## src/source/cpuPkg.sv

```systemverilog
package cpuPkg;

	localparam int DATA_W = 32;
	localparam int REG_W  = 5;
	localparam int PRED_W = 4;
	localparam int JT_W   = 24; // word jump target, shifted by two.
	localparam int ADDR_W = 25;

	localparam logic [DATA_W-1:0] NOP_INSN = 32'b000_00000_00000_00000_000000_1110_1010;

	typedef enum logic [4:0] {
		majRr     = 5'b00010,
		majAddi   = 5'b00100,
		majAndi   = 5'b01000,
		majOri    = 5'b01001,
		majXori   = 5'b01010,
		majLd     = 5'b10000,
		majSt     = 5'b10001,
		majAddis0 = 5'b10010,
		majAddis1 = 5'b10011,
		majJmp    = 5'b10111,
		majCmpi   = 5'b11000 // stands for the whole 11xxx group.
	} major_e;

	typedef enum logic [7:0] {
		funcAdd = 8'b00000100,
		funcSub = 8'b00000101,
		funcAnd = 8'b00001000,
		funcOr  = 8'b00001001,
		funcXor = 8'b00001010,
		funcShl = 8'b00010000,
		funcShr = 8'b00010001,
		funcAsr = 8'b00010010,
		funcRet = 8'b10000000,
		funcNop = 8'b11101010,
		funcCmp = 8'b11110000 // stands for the whole 1111xxxx group.
	} func_e;

	typedef enum logic [3:0] {
		condEq  = 4'd0,
		condNe  = 4'd1,
		condLt  = 4'd4,
		condGe  = 4'd5,
		condLe  = 4'd6,
		condGt  = 4'd7,
		condLtu = 4'd8,
		condGeu = 4'd9,
		condLeu = 4'd10,
		condGtu = 4'd11,
		condAdc = 4'd12,
		condOdd = 4'd14
	} cond_e;

	typedef enum logic [1:0] {
		stRun   = 2'd0,
		stLoad  = 2'd1,
		stStore = 2'd2
	} state_e;

	typedef enum logic [3:0] {
		opAdd, opSub, opAnd, opOr, opXor, opShl, opShr, opAsr, opAddS
	} aluOp_e;

endpackage

```

## src/source/aluExecute.sv

```systemverilog
`timescale 1ns/1ps
module aluExecute import cpuPkg::*; #(
	parameter int ADDR_W = cpuPkg::ADDR_W
) (
	input  aluOp_e            aluOp,
	input  cond_e             cond,
	input  logic [DATA_W-1:0] a,
	input  logic [DATA_W-1:0] b,
	input  logic [DATA_W-1:0] s,
	input  logic [DATA_W-1:0] imm,
	input  logic [DATA_W-1:0] storeOff,
	input  logic              useImm,
	input  logic              isStore,
	output logic [DATA_W-1:0] aluRes,
	output logic [ADDR_W-1:0] memAddr,
	output logic              cmpRes
);

	logic [DATA_W-1:0] op2;
	logic [DATA_W:0]   sum;
	logic [DATA_W-1:0] ea;

	assign op2 = useImm ? imm : b;
	assign sum = {1'b0, a} + {1'b0, op2}; // carry and odd compares.

	always_comb begin
		case (aluOp)
			opAdd:   aluRes = a + op2;
			opSub:   aluRes = a - op2;
			opAnd:   aluRes = a & op2;
			opOr:    aluRes = a | op2;
			opXor:   aluRes = a ^ op2;
			opShl:   aluRes = a << op2[4:0];
			opShr:   aluRes = a >> op2[4:0];
			opAsr:   aluRes = $unsigned($signed(a) >>> op2[4:0]);
			opAddS:  aluRes = s + imm;
			default: aluRes = '0;
		endcase
	end

	always_comb begin
		case (cond)
			condEq:  cmpRes = (a == op2);
			condNe:  cmpRes = (a != op2);
			condLt:  cmpRes = ($signed(a) < $signed(op2));
			condGe:  cmpRes = ($signed(a) >= $signed(op2));
			condLe:  cmpRes = ($signed(a) <= $signed(op2));
			condGt:  cmpRes = ($signed(a) > $signed(op2));
			condLtu: cmpRes = (a < op2);
			condGeu: cmpRes = (a >= op2);
			condLeu: cmpRes = (a <= op2);
			condGtu: cmpRes = (a > op2);
			condAdc: cmpRes = sum[DATA_W];
			condOdd: cmpRes = sum[0];
			default: cmpRes = 1'b0;
		endcase
	end

	assign ea = a + (isStore ? storeOff : imm);
	assign memAddr = ea[ADDR_W-1:0];

endmodule

```

## src/source/cpuTop.sv

```systemverilog
`timescale 1ns/1ps
module cpuTop import cpuPkg::*; #(
	parameter int ADDR_W = cpuPkg::ADDR_W
) (
	input  logic              clk,
	input  logic              rst,
	input  logic [DATA_W-1:0] insn,
	input  logic              rdy,
	input  logic [DATA_W-1:0] dati,
	output logic [ADDR_W-1:0] ip,
	output logic [ADDR_W-1:0] ad,
	output logic [DATA_W-1:0] dato,
	output logic              wr,
	output logic              rd
);

	logic [DATA_W-1:0] ir;
	logic [REG_W-1:0]  ra, rb, rt;
	logic [PRED_W-1:0] pSel, predDest;
	cond_e             cond;
	aluOp_e            aluOp;
	logic              useImm, isCmp, isLoad, isStore, isJump, link, isRet, isAlu;
	logic [DATA_W-1:0] imm, storeOff;
	logic [JT_W-1:0]   jumpTarget;
	logic [DATA_W-1:0] a, b, s;
	logic              pGuard;
	logic [DATA_W-1:0] aluRes;
	logic [ADDR_W-1:0] memAddr;
	logic              cmpRes;
	logic              loadDone;
	logic [DATA_W-1:0] wrData;
	logic              rfWr, predWr, predData;

	regFile uRegFile (
		.clk(clk), .rst(rst),
		.ra(ra), .rb(rb), .rt(rt),
		.pSel(pSel), .predDest(predDest),
		.wrData(wrData), .rfWr(rfWr), .predWr(predWr), .predData(predData),
		.a(a), .b(b), .s(s), .pGuard(pGuard)
	);

	insnDecode uDecode (
		.ir(ir), .pGuard(pGuard),
		.ra(ra), .rb(rb), .rt(rt),
		.pSel(pSel), .predDest(predDest), .cond(cond), .aluOp(aluOp),
		.useImm(useImm), .isCmp(isCmp), .isLoad(isLoad), .isStore(isStore),
		.isJump(isJump), .link(link), .isRet(isRet), .isAlu(isAlu),
		.imm(imm), .storeOff(storeOff), .jumpTarget(jumpTarget)
	);

	aluExecute #(.ADDR_W(ADDR_W)) uExecute (
		.aluOp(aluOp), .cond(cond),
		.a(a), .b(b), .s(s), .imm(imm), .storeOff(storeOff),
		.useImm(useImm), .isStore(isStore),
		.aluRes(aluRes), .memAddr(memAddr), .cmpRes(cmpRes)
	);

	seqControl #(.ADDR_W(ADDR_W)) uSeq (
		.clk(clk), .rst(rst), .insn(insn), .rdy(rdy),
		.isLoad(isLoad), .isStore(isStore), .isJump(isJump), .link(link),
		.isRet(isRet), .jumpTarget(jumpTarget), .memAddr(memAddr), .s(s),
		.ip(ip), .ad(ad), .dato(dato), .wr(wr), .rd(rd),
		.loadDone(loadDone), .ir(ir)
	);

	resultWrite uWrite (
		.isAlu(isAlu), .isCmp(isCmp), .loadDone(loadDone),
		.aluRes(aluRes), .dati(dati), .cmpRes(cmpRes),
		.wrData(wrData), .rfWr(rfWr), .predWr(predWr), .predData(predData)
	);

endmodule

```

## src/source/insnDecode.sv

```systemverilog
`timescale 1ns/1ps
module insnDecode import cpuPkg::*; (
	input  logic [DATA_W-1:0] ir,
	input  logic              pGuard,
	output logic [REG_W-1:0]  ra,
	output logic [REG_W-1:0]  rb,
	output logic [REG_W-1:0]  rt,
	output logic [PRED_W-1:0] pSel,
	output logic [PRED_W-1:0] predDest,
	output cond_e             cond,
	output aluOp_e            aluOp,
	output logic              useImm,
	output logic              isCmp,
	output logic              isLoad,
	output logic              isStore,
	output logic              isJump,
	output logic              link,
	output logic              isRet,
	output logic              isAlu,
	output logic [DATA_W-1:0] imm,
	output logic [DATA_W-1:0] storeOff,
	output logic [JT_W-1:0]   jumpTarget
);

	major_e            major;
	func_e             func;
	logic [DATA_W-1:0] immS;
	logic [DATA_W-1:0] immHi;
	logic              alu, cmp, ld, st, jmp, ret;

	// fold the compare groups onto one code each.
	assign major = (ir[28:27] == 2'b11) ? majCmpi : major_e'(ir[28:24]);
	assign func = (ir[7:4] == 4'b1111) ? funcCmp : func_e'(ir[7:0]);

	assign ra = ir[18:14];
	assign rb = ir[13:9];
	assign rt = ir[23:19];
	assign pSel = ir[31:28];
	assign predDest = ir[22:19];

	assign immS = {{19{ir[12]}}, ir[12:0]};
	assign immHi = {ir[24], ir[17:0], 13'd0}; // addis, bit 24 is the sign.
	assign storeOff = {{18{ir[27]}}, ir[27:23], ir[8:0]};
	assign jumpTarget = {ir[21:0], 2'b00};

	always_comb begin
		aluOp = opAdd;
		useImm = 1'b0;
		imm = immS;
		cond = cond_e'(ir[3:0]);
		alu = 1'b0;
		cmp = 1'b0;
		ld = 1'b0;
		st = 1'b0;
		jmp = 1'b0;
		ret = 1'b0;
		casez (major)
			majRr: begin
				alu = 1'b1;
				casez (func)
					funcAdd: aluOp = opAdd;
					funcSub: aluOp = opSub;
					funcAnd: aluOp = opAnd;
					funcOr:  aluOp = opOr;
					funcXor: aluOp = opXor;
					funcShl: aluOp = opShl;
					funcShr: aluOp = opShr;
					funcAsr: aluOp = opAsr;
					funcRet: begin
						alu = 1'b0;
						ret = 1'b1;
					end
					funcCmp: begin
						alu = 1'b0;
						cmp = 1'b1;
					end
					default: alu = 1'b0; // nop and unused codes.
				endcase
			end
			majAddi, majAndi, majOri, majXori: begin
				alu = 1'b1;
				useImm = 1'b1;
				case (major)
					majAndi: aluOp = opAnd;
					majOri:  aluOp = opOr;
					majXori: aluOp = opXor;
					default: aluOp = opAdd;
				endcase
			end
			majAddis0, majAddis1: begin
				alu = 1'b1;
				aluOp = opAddS;
				imm = immHi;
			end
			majCmpi: begin
				cmp = 1'b1;
				useImm = 1'b1;
				cond = cond_e'(ir[26:23]);
			end
			majLd: ld = 1'b1;
			majSt: st = 1'b1;
			majJmp: jmp = 1'b1;
			default: ;
		endcase
	end

	assign isAlu = alu & pGuard;
	assign isCmp = cmp & pGuard;
	assign isLoad = ld & pGuard;
	assign isStore = st & pGuard;
	assign isJump = jmp & pGuard;
	assign link = jmp & ir[22] & pGuard;
	assign isRet = ret & pGuard;

endmodule

```

## src/source/regFile.sv

```systemverilog
`timescale 1ns/1ps
module regFile import cpuPkg::*; (
	input  logic              clk,
	input  logic              rst,
	input  logic [REG_W-1:0]  ra,
	input  logic [REG_W-1:0]  rb,
	input  logic [REG_W-1:0]  rt,
	input  logic [PRED_W-1:0] pSel,
	input  logic [PRED_W-1:0] predDest,
	input  logic [DATA_W-1:0] wrData,
	input  logic              rfWr,
	input  logic              predWr,
	input  logic              predData,
	output logic [DATA_W-1:0] a,
	output logic [DATA_W-1:0] b,
	output logic [DATA_W-1:0] s,
	output logic              pGuard
);

	logic [DATA_W-1:0]    regs [0:2**REG_W-1];
	logic [2**PRED_W-1:0] pred;
	logic                 wrPend;
	logic [REG_W-1:0]     wrIdx;
	logic [DATA_W-1:0]    wrVal;
	logic                 predPend;
	logic [PRED_W-1:0]    predIdx;
	logic                 predVal;

	assign a = (ra == '0) ? '0 : regs[ra];
	assign b = (rb == '0) ? '0 : regs[rb];
	assign s = (rt == '0) ? '0 : regs[rt];
	assign pGuard = pred[pSel];

	// writes land one slot late, no forwarding.
	always_ff @(posedge clk) begin
		wrIdx <= rt;
		wrVal <= wrData;
		predIdx <= predDest;
		predVal <= predData;
		if (wrPend)
			regs[wrIdx] <= wrVal;
	end

	always_ff @(posedge clk) begin
		if (rst) begin
			wrPend <= 1'b0;
			predPend <= 1'b0;
			pred <= 16'h0001;
		end else begin
			wrPend <= rfWr;
			predPend <= predWr;
			if (predPend)
				pred[predIdx] <= predVal;
			pred[0] <= 1'b1; // p0 always true.
		end
	end

endmodule

```

## src/source/resultWrite.sv

```systemverilog
`timescale 1ns/1ps
module resultWrite import cpuPkg::*; (
	input  logic              isAlu,
	input  logic              isCmp,
	input  logic              loadDone,
	input  logic [DATA_W-1:0] aluRes,
	input  logic [DATA_W-1:0] dati,
	input  logic              cmpRes,
	output logic [DATA_W-1:0] wrData,
	output logic              rfWr,
	output logic              predWr,
	output logic              predData
);

	// load data only on the rdy cycle.
	assign wrData = loadDone ? dati : aluRes;
	assign rfWr = isAlu | loadDone;

	assign predWr = isCmp;
	assign predData = cmpRes;

endmodule

```

## src/source/seqControl.sv

```systemverilog
`timescale 1ns/1ps
module seqControl import cpuPkg::*; #(
	parameter int ADDR_W = cpuPkg::ADDR_W
) (
	input  logic              clk,
	input  logic              rst,
	input  logic [DATA_W-1:0] insn,
	input  logic              rdy,
	input  logic              isLoad,
	input  logic              isStore,
	input  logic              isJump,
	input  logic              link,
	input  logic              isRet,
	input  logic [JT_W-1:0]   jumpTarget,
	input  logic [ADDR_W-1:0] memAddr,
	input  logic [DATA_W-1:0] s,
	output logic [ADDR_W-1:0] ip,
	output logic [ADDR_W-1:0] ad,
	output logic [DATA_W-1:0] dato,
	output logic              wr,
	output logic              rd,
	output logic              loadDone,
	output logic [DATA_W-1:0] ir
);

	state_e            state;
	logic [ADDR_W-1:0] lr;
	logic [ADDR_W-1:0] ipNext;

	assign ipNext = ip + ADDR_W'(4);
	assign loadDone = (state == stLoad) && rdy;

	always_ff @(posedge clk) begin
		if (rst) begin
			ip <= '0;
			ir <= NOP_INSN;
			lr <= '0;
			state <= stRun;
			wr <= 1'b0;
			rd <= 1'b0;
		end else begin
			case (state)
				stRun: begin
					if (isLoad || isStore) begin // hold ip and ir for the access.
						ad <= memAddr;
						dato <= s;
						rd <= isLoad;
						wr <= isStore;
						state <= isLoad ? stLoad : stStore;
					end else if (isJump) begin
						ip <= ADDR_W'(jumpTarget);
						ir <= NOP_INSN; // bubble.
						if (link)
							lr <= ipNext;
					end else if (isRet) begin
						ip <= lr;
						ir <= NOP_INSN;
					end else begin
						ip <= ipNext;
						ir <= insn;
					end
				end
				stLoad, stStore: begin
					if (rdy) begin
						rd <= 1'b0;
						wr <= 1'b0;
						ip <= ipNext;
						ir <= insn;
						state <= stRun;
					end
				end
				default: state <= stRun;
			endcase
		end
	end

endmodule

```

## config.mk

```make
export PLATFORM = sky130hd
export DESIGN_NAME = cpuTop
export DESIGN_NICKNAME = d
export VERILOG_FILES = /design/src/source/cpuPkg.sv /design/src/source/aluExecute.sv /design/src/source/cpuTop.sv /design/src/source/insnDecode.sv /design/src/source/regFile.sv /design/src/source/resultWrite.sv /design/src/source/seqControl.sv
export SDC_FILE = /design/constraint.sdc
export NUM_CORES = 2
export LEC_CHECK = 0
export BUFFER_PORTS_ARGS = -buffer_cell sky130_fd_sc_hd__clkbuf_2
export CORE_UTILIZATION = 50
export DETAILED_ROUTE_END_ITERATION = 6
export PLACE_DENSITY = 0.64
export SETUP_SLACK_MARGIN = 0.15
export SLEW_MARGIN = 5
export SYNTH_ARGS = -nofsm -noshare
export SYNTH_HDL_FRONTEND = slang
export SYNTH_SLANG_ARGS = --single-unit
export TNS_END_PERCENT = 30
```

## constraint.sdc

```tcl
create_clock -name clk -period 8 [get_ports clk]
set_input_delay 2 -clock clk [delete_from_list [all_inputs] [get_ports clk]]
set_output_delay 2 -clock clk [all_outputs]
set_load 0.05 [all_outputs]
```

# After elaboration in Yosys (flattened, before gate mapping)
# Memories as Yosys holds them, arrays and structs flattened. A register that Yosys moved wholly into a read port is not among the register bits.
# Cells that the tools add are included.
op_classes:
  shifts: 3
  mux: 57
  n_eq_ne: 49
  add_sub_neg: 6
  magnitude_cmp: 11
  n_bitwise: 14
  n_reduce_logical: 21
ops:
  columns: ["operator", "count"]
  rows:
  - ["2-to-1 mux 32 bit", 10]
  - ["one-hot mux 32 bit (9 select lines)", 1]
  - ["2-to-1 mux 25 bit", 5]
  - ["adder 32 bit", 2]
  - [">= comparator 32 bit", 2]
  - ["> comparator 32 bit", 2]
  - ["less-or-equal comparator 32 bit", 2]
  - ["< comparator 32 bit", 2]
  - ["one-hot mux 32 bit (2 select lines)", 1]
  - ["one-hot mux 25 bit (2 select lines)", 1]
  - ["2-to-1 mux 5 bit", 7]
  - ["adder 32 x 32 -> 33 bit", 1]
  - ["AND 32 bit", 1]
  - ["equality test 32 bit", 1]
  - ["equality test 4 x 3 -> 1 bit (second input constant)", 8]
  - ["equality test 4 bit (second input constant)", 8]
  - ["!= test 32 bit", 1]
  - ["bitwise OR 32 bit", 1]
  - ["<< shifter 32 x 5 -> 32 bit", 1]
  - [">> shifter 32 x 5 -> 32 bit", 1]
  - [">>> shifter 32 x 5 -> 32 bit", 1]
  - ["subtractor 32 bit", 1]
  - ["XOR 32 bit", 1]
  - ["equality test 5 bit (second input constant)", 6]
  - ["47 further kinds", 94]
totals:
  input_bits: 67
  regBits: 203
  mem_bits_rw: 1024
  wordCells: 178
  output_inout_bits: 84
  n_memories: 1
mem_list:
  columns: ["name", "depth", "word_bits", "read_ports", "rd_clocked_by_memory_dff", "write_ports", "line_no", "rtl"]
  rows:
  - ["uRegFile.regs", 32, 32, 3, 3, 1, "regFile.sv:20", "logic [DATA_W-1:0] regs [0:2**REG_W-1];"]

# Depth between registers and ports, before layout
logic_depth:
  depth_word: 12
  mapped_depth: 25
  mapped_depth_nobuf: 19

# Modules after synthesis
# Synthesis repeated with hierarchy kept, for this count alone.
hier_totals:
  cells_unflattened: 5799
  hier_area_um2: 78327.6
by_module_without_submodules:
  columns: ["module", "cells_each", "area_each_um2", "instances", "seq_area_each_um2"]
  rows:
  - ["regFile", 3195, 58258.4, 1, 31930.6]
  - ["aluExecute", 1784, 12185.4, 1, 0.0]
  - ["seqControl", 586, 6029.5, 1, 3433.3]
  - ["insnDecode", 195, 1292.5, 1, 0.0]
  - ["resultWrite", 39, 561.8, 1, 0.0]

# Worst setup path before layout
# OpenSTA, ideal clock, no wires.
synth_timing:
  kind: "register to register"
  from: "reg with a tool-made name"
  to: "reg uRegFile.predVal"
  slack_ps: 1595
  path_stages_with_launch: 24
  setup_ps: 79
  t_required_ps: 7921
  synth_period_minus_slack_ps: 6405
  n_path_buf: 7
  arrival_ps: 6326
  cell_sequence: "dfxtp_1 -> buf_6 -> buf_6 -> buf_6 -> buf_6 -> clkbuf_1 -> buf_1 -> mux4_2 -> mux4_2 -> mux2i_1 -> o21ai_0 -> ha_1 -> clkbuf_1 -> or2_2 -> or3_1 -> a21oi_1 -> o21ai_1 -> a31oi_1 -> a311oi_1 -> o311a_1 -> o41ai_1 -> mux2i_1 -> or3_1 -> o211ai_1"
synth_rtl:
  columns: ["item", "line_no", "rtl"]
  rows:
  - ["end signal, assigned", "regFile.sv:39", "predVal <= predData;"]
  - ["end, declared", "regFile.sv:27", "logic predVal;"]

==> run metrics <==
Yosys warnings=0; power per cell area=264.9 nW/um2; via count=56507; Clk pin slew, worst setup/hold paths=0.06 ns; Die H=392.5 um; CP Max Fanout=34; Critical Path, Cell by Cell=buf_12, mux4_2, mux4_2, mux2i_1, o21ai_0, ha_1, or2_2, or3_1, a21oi_1, o21ai_1, a31oi_1, a311oi_1, buf_4, o311a_1, o41ai_1, mux2i_1, or3_1, o211ai_1; WHS=0.4422 ns; Final HPWL DP=191000 um; WHS Endpoint=uRegFile.wrIdx[1]; TritonCTS clock tree=built; drt pass-1 iters=7; max-cap viol count=0; Max stage delay on crit path=0.86 ns; initial core utilization=0.5061; crit share post-route=0.9374; Final setup viols=0; die area=154100 um2; gr usage total=0.3814; Area growth, synth to finish=10.65%; grt ovf=0; final hold viol count=0; post-synth top area cell=edfxtp_1; core area=150700 um2; largest net degree at the start of global routing=112; WS Path Type=flop to flop; worst r2r path cells=18; CP max-delay cell=dfxtp_4; CTS max path bufs=3; share of power burned in registers=0.389; first-pass GRT wire length=409300 um; vias in the first global route=53994; Sw Share=0.3611; synth cell count leaders=1081 x edfxtp_1, 829 x mux4_2, 396 x nor2_1; RSZ-0062 raised after global routing=false; Mapped Area=76250 um2; io pins=151; area share of the leading cell type in the synthesized netlist=0.4257; Synth area leaders=edfxtp_1 43%, mux4_2 24%, dfxtp_1 4.1%; RR Endpoint=uRegFile.predVal; Max Freq=133.3 MHz; antenna violations before repair=18; DR vias/cell=7.389; Clock Power Share=0.299; worst hold path type=flop to flop; fin crit period=7.499 ns; Mapped Avg Cell Area=14.06 um2; CP bufs+invs=2; Worst path top cell family by delay=compound AO/OA/AOI/OAI gates; Required @ worst endpoint=8.73 ns; Final #Nets=5736; VDD IR max=0.0002486 V; Sink Count=1237; status=finished, violations left; Clock Skew=0.04243 ns; Worst Hold Depth=0; CTS H-tree depth=4; sum of negative setup slack=0 ns; I/O Buffers=150; Gate Count Post-Synth=5421; Top FF cell, synth=edfxtp_1; P_int=14.28 mW; Post-CTS Hold Fix Bufs=0; Net Sw Power=8.069 mW; ratio of cells with drive above 1 in the final layout=0.2824; Setup Buffers After CTS=0; Hold Startpoint=uSeq.ir[20]; final WL=294900 um; most common cell in the synthesized netlist=edfxtp_1; clk_lat worst skew=0.82 ns; Critical Path Sink Type=flop; reg-to-reg slack, setup=0.50 ns; post-CTS sizing=0; site row count=142; Pleak=28.12 nW; number of synthesized flops with an enable pin=1081; Final GP Congestion=1.043; failing checks=design-rule violations; fin. max-slew vios=0; Mapped Nets=5649; Synth Register Bits=1237; distinct cell type count after synthesis=108; Worst Tran Pin Value=1.323 ns; Design Power=22.34 mW; clk root buf=clkbuf_16; Routed Antenna Nets=0; Slew headroom=0.1178; Remaining DRCs=1; Post-synth ARST share=0; sequential fraction of the synthesis area=0.4667; chip width=392.5 um; DP Worst Slack=0.7479 ns; total CTS buffers=139; crit path setup slack, layout=0.5006 ns; Iteration-0 DRC Markers=9156; Startpoint Class=flop; Finished Core Util=0.5600; combinational power share=0.312; WP data arrival=8.23 ns; drt wl/cell=38.56 um
[cell families (layout without fill, tap and decap cells)]
group	count (synthesis)	in the layout	synth area share
muxes	1176	1176	0.2988
xor gates and xnor gates	77	77	0.008845
other	0	8	0
buffers and inverters	577	779	0.03568
DFF	1237	1237	0.4667
AOI/OAI and AO/OA	1067	1067	0.09444
and+or+nand+nor	1126	1126	0.06876
adders and majority gates	161	161	0.02681
[per-layer routing]
metal,vias to the layer above,part of all wire,GRT usage
met1,28844,0.36,0.5037
li1,22411,-,-
met3,863,0.14,0.1238
met2,4373,0.44,0.5623
met4,16,0.060,0.1999
met5,-,0.00067,0
[cell usage in the layout (no fill, tap or decap), drive strengths merged, types with 15 or more instances in the layout]
master and count:
xor2 18, nand2 280, nand4 26, mux2 39
clkbuf 327, ha 157, nor2 398, inv 152
clkinv 47, o21bai 18, and3 25, xnor2 59
a21o 33, or2 22, o22ai 60, nor2b 29
or3 31, a31oi 42, and2 41, o31ai 16
nand2b 42, bufinv 15, mux4 864, mux2i 273
nor4 15, dfxtp 156, o211ai 52, o21ai 182
o221ai 18, edfxtp 1081, a22oi 95, a221oi 25
nand3 93, buf 233, a21oi 243, nor3 75
a211oi 95, o21a 23
[flip-flops by register name (all words and copies together), names as in the netlist, named ones only]
register and flops:
uRegFile.predVal 1, uRegFile.pred 15, uSeq.ip 25, uSeq.rd 1, uRegFile.wrIdx 5, uSeq.lr 25
uSeq.ad 25, uSeq.dato 32, uSeq.wr 1, uRegFile.wrVal 32, uRegFile.wrPend 1, uSeq.ir 32
uRegFile.predPend 1, uRegFile.regs 1024, uSeq.state 2
[per-stage QoR]
| step | instance area (um2) | std cells |
|---|---|---|
| 6_report | 84370 | 7647 |
| 5_1_grt | 84350 | 7640 |
| 4_1_cts | 84350 | 7639 |
| 3_5_place_dp | 79630 | 7383 |
| 3_3_place_gp | 79630 | 7383 |
| 2_1_floorplan | 76250 | 5421 |
[power by group through the flow]
stage	logic (mW)	registers, mW	clock network, mW
floorplan	4.20	8.52	0
global placement	6.68	8.76	0
detailed placement	6.67	8.78	0
CTS	6.70	8.65	6.72
global route	7.22	8.73	6.95
finish	6.98	8.69	6.68
[final cells by class]
class,instances,area (um2)
Antenna cell,8,20.02
Clock buffer,178,3810
Clock inverter,78,904.6
Fill cell,12075,66300
Inverter,141,531.8
Multi-Input combinational cell,3607,38250
Sequential cell,1237,35630
Tap cell,2016,2522
Timing Repair Buffer,382,2695
[worst max path at each step]
stage                     start            endpoint  slack, ns  cells past startpoint
after floorplan            flop    uRegFile.predVal       1.60                     23
after global placement     flop  uRegFile.wrVal[31]       0.78                     18
after detailed placement   flop  uRegFile.wrVal[30]       0.75                     18
after CTS                  flop  uRegFile.wrVal[28]       0.75                     18
after global routing       flop  uRegFile.wrVal[28]       0.29                     18
final                      flop    uRegFile.predVal       0.50                     18
(Power assumes the default switching activity.)
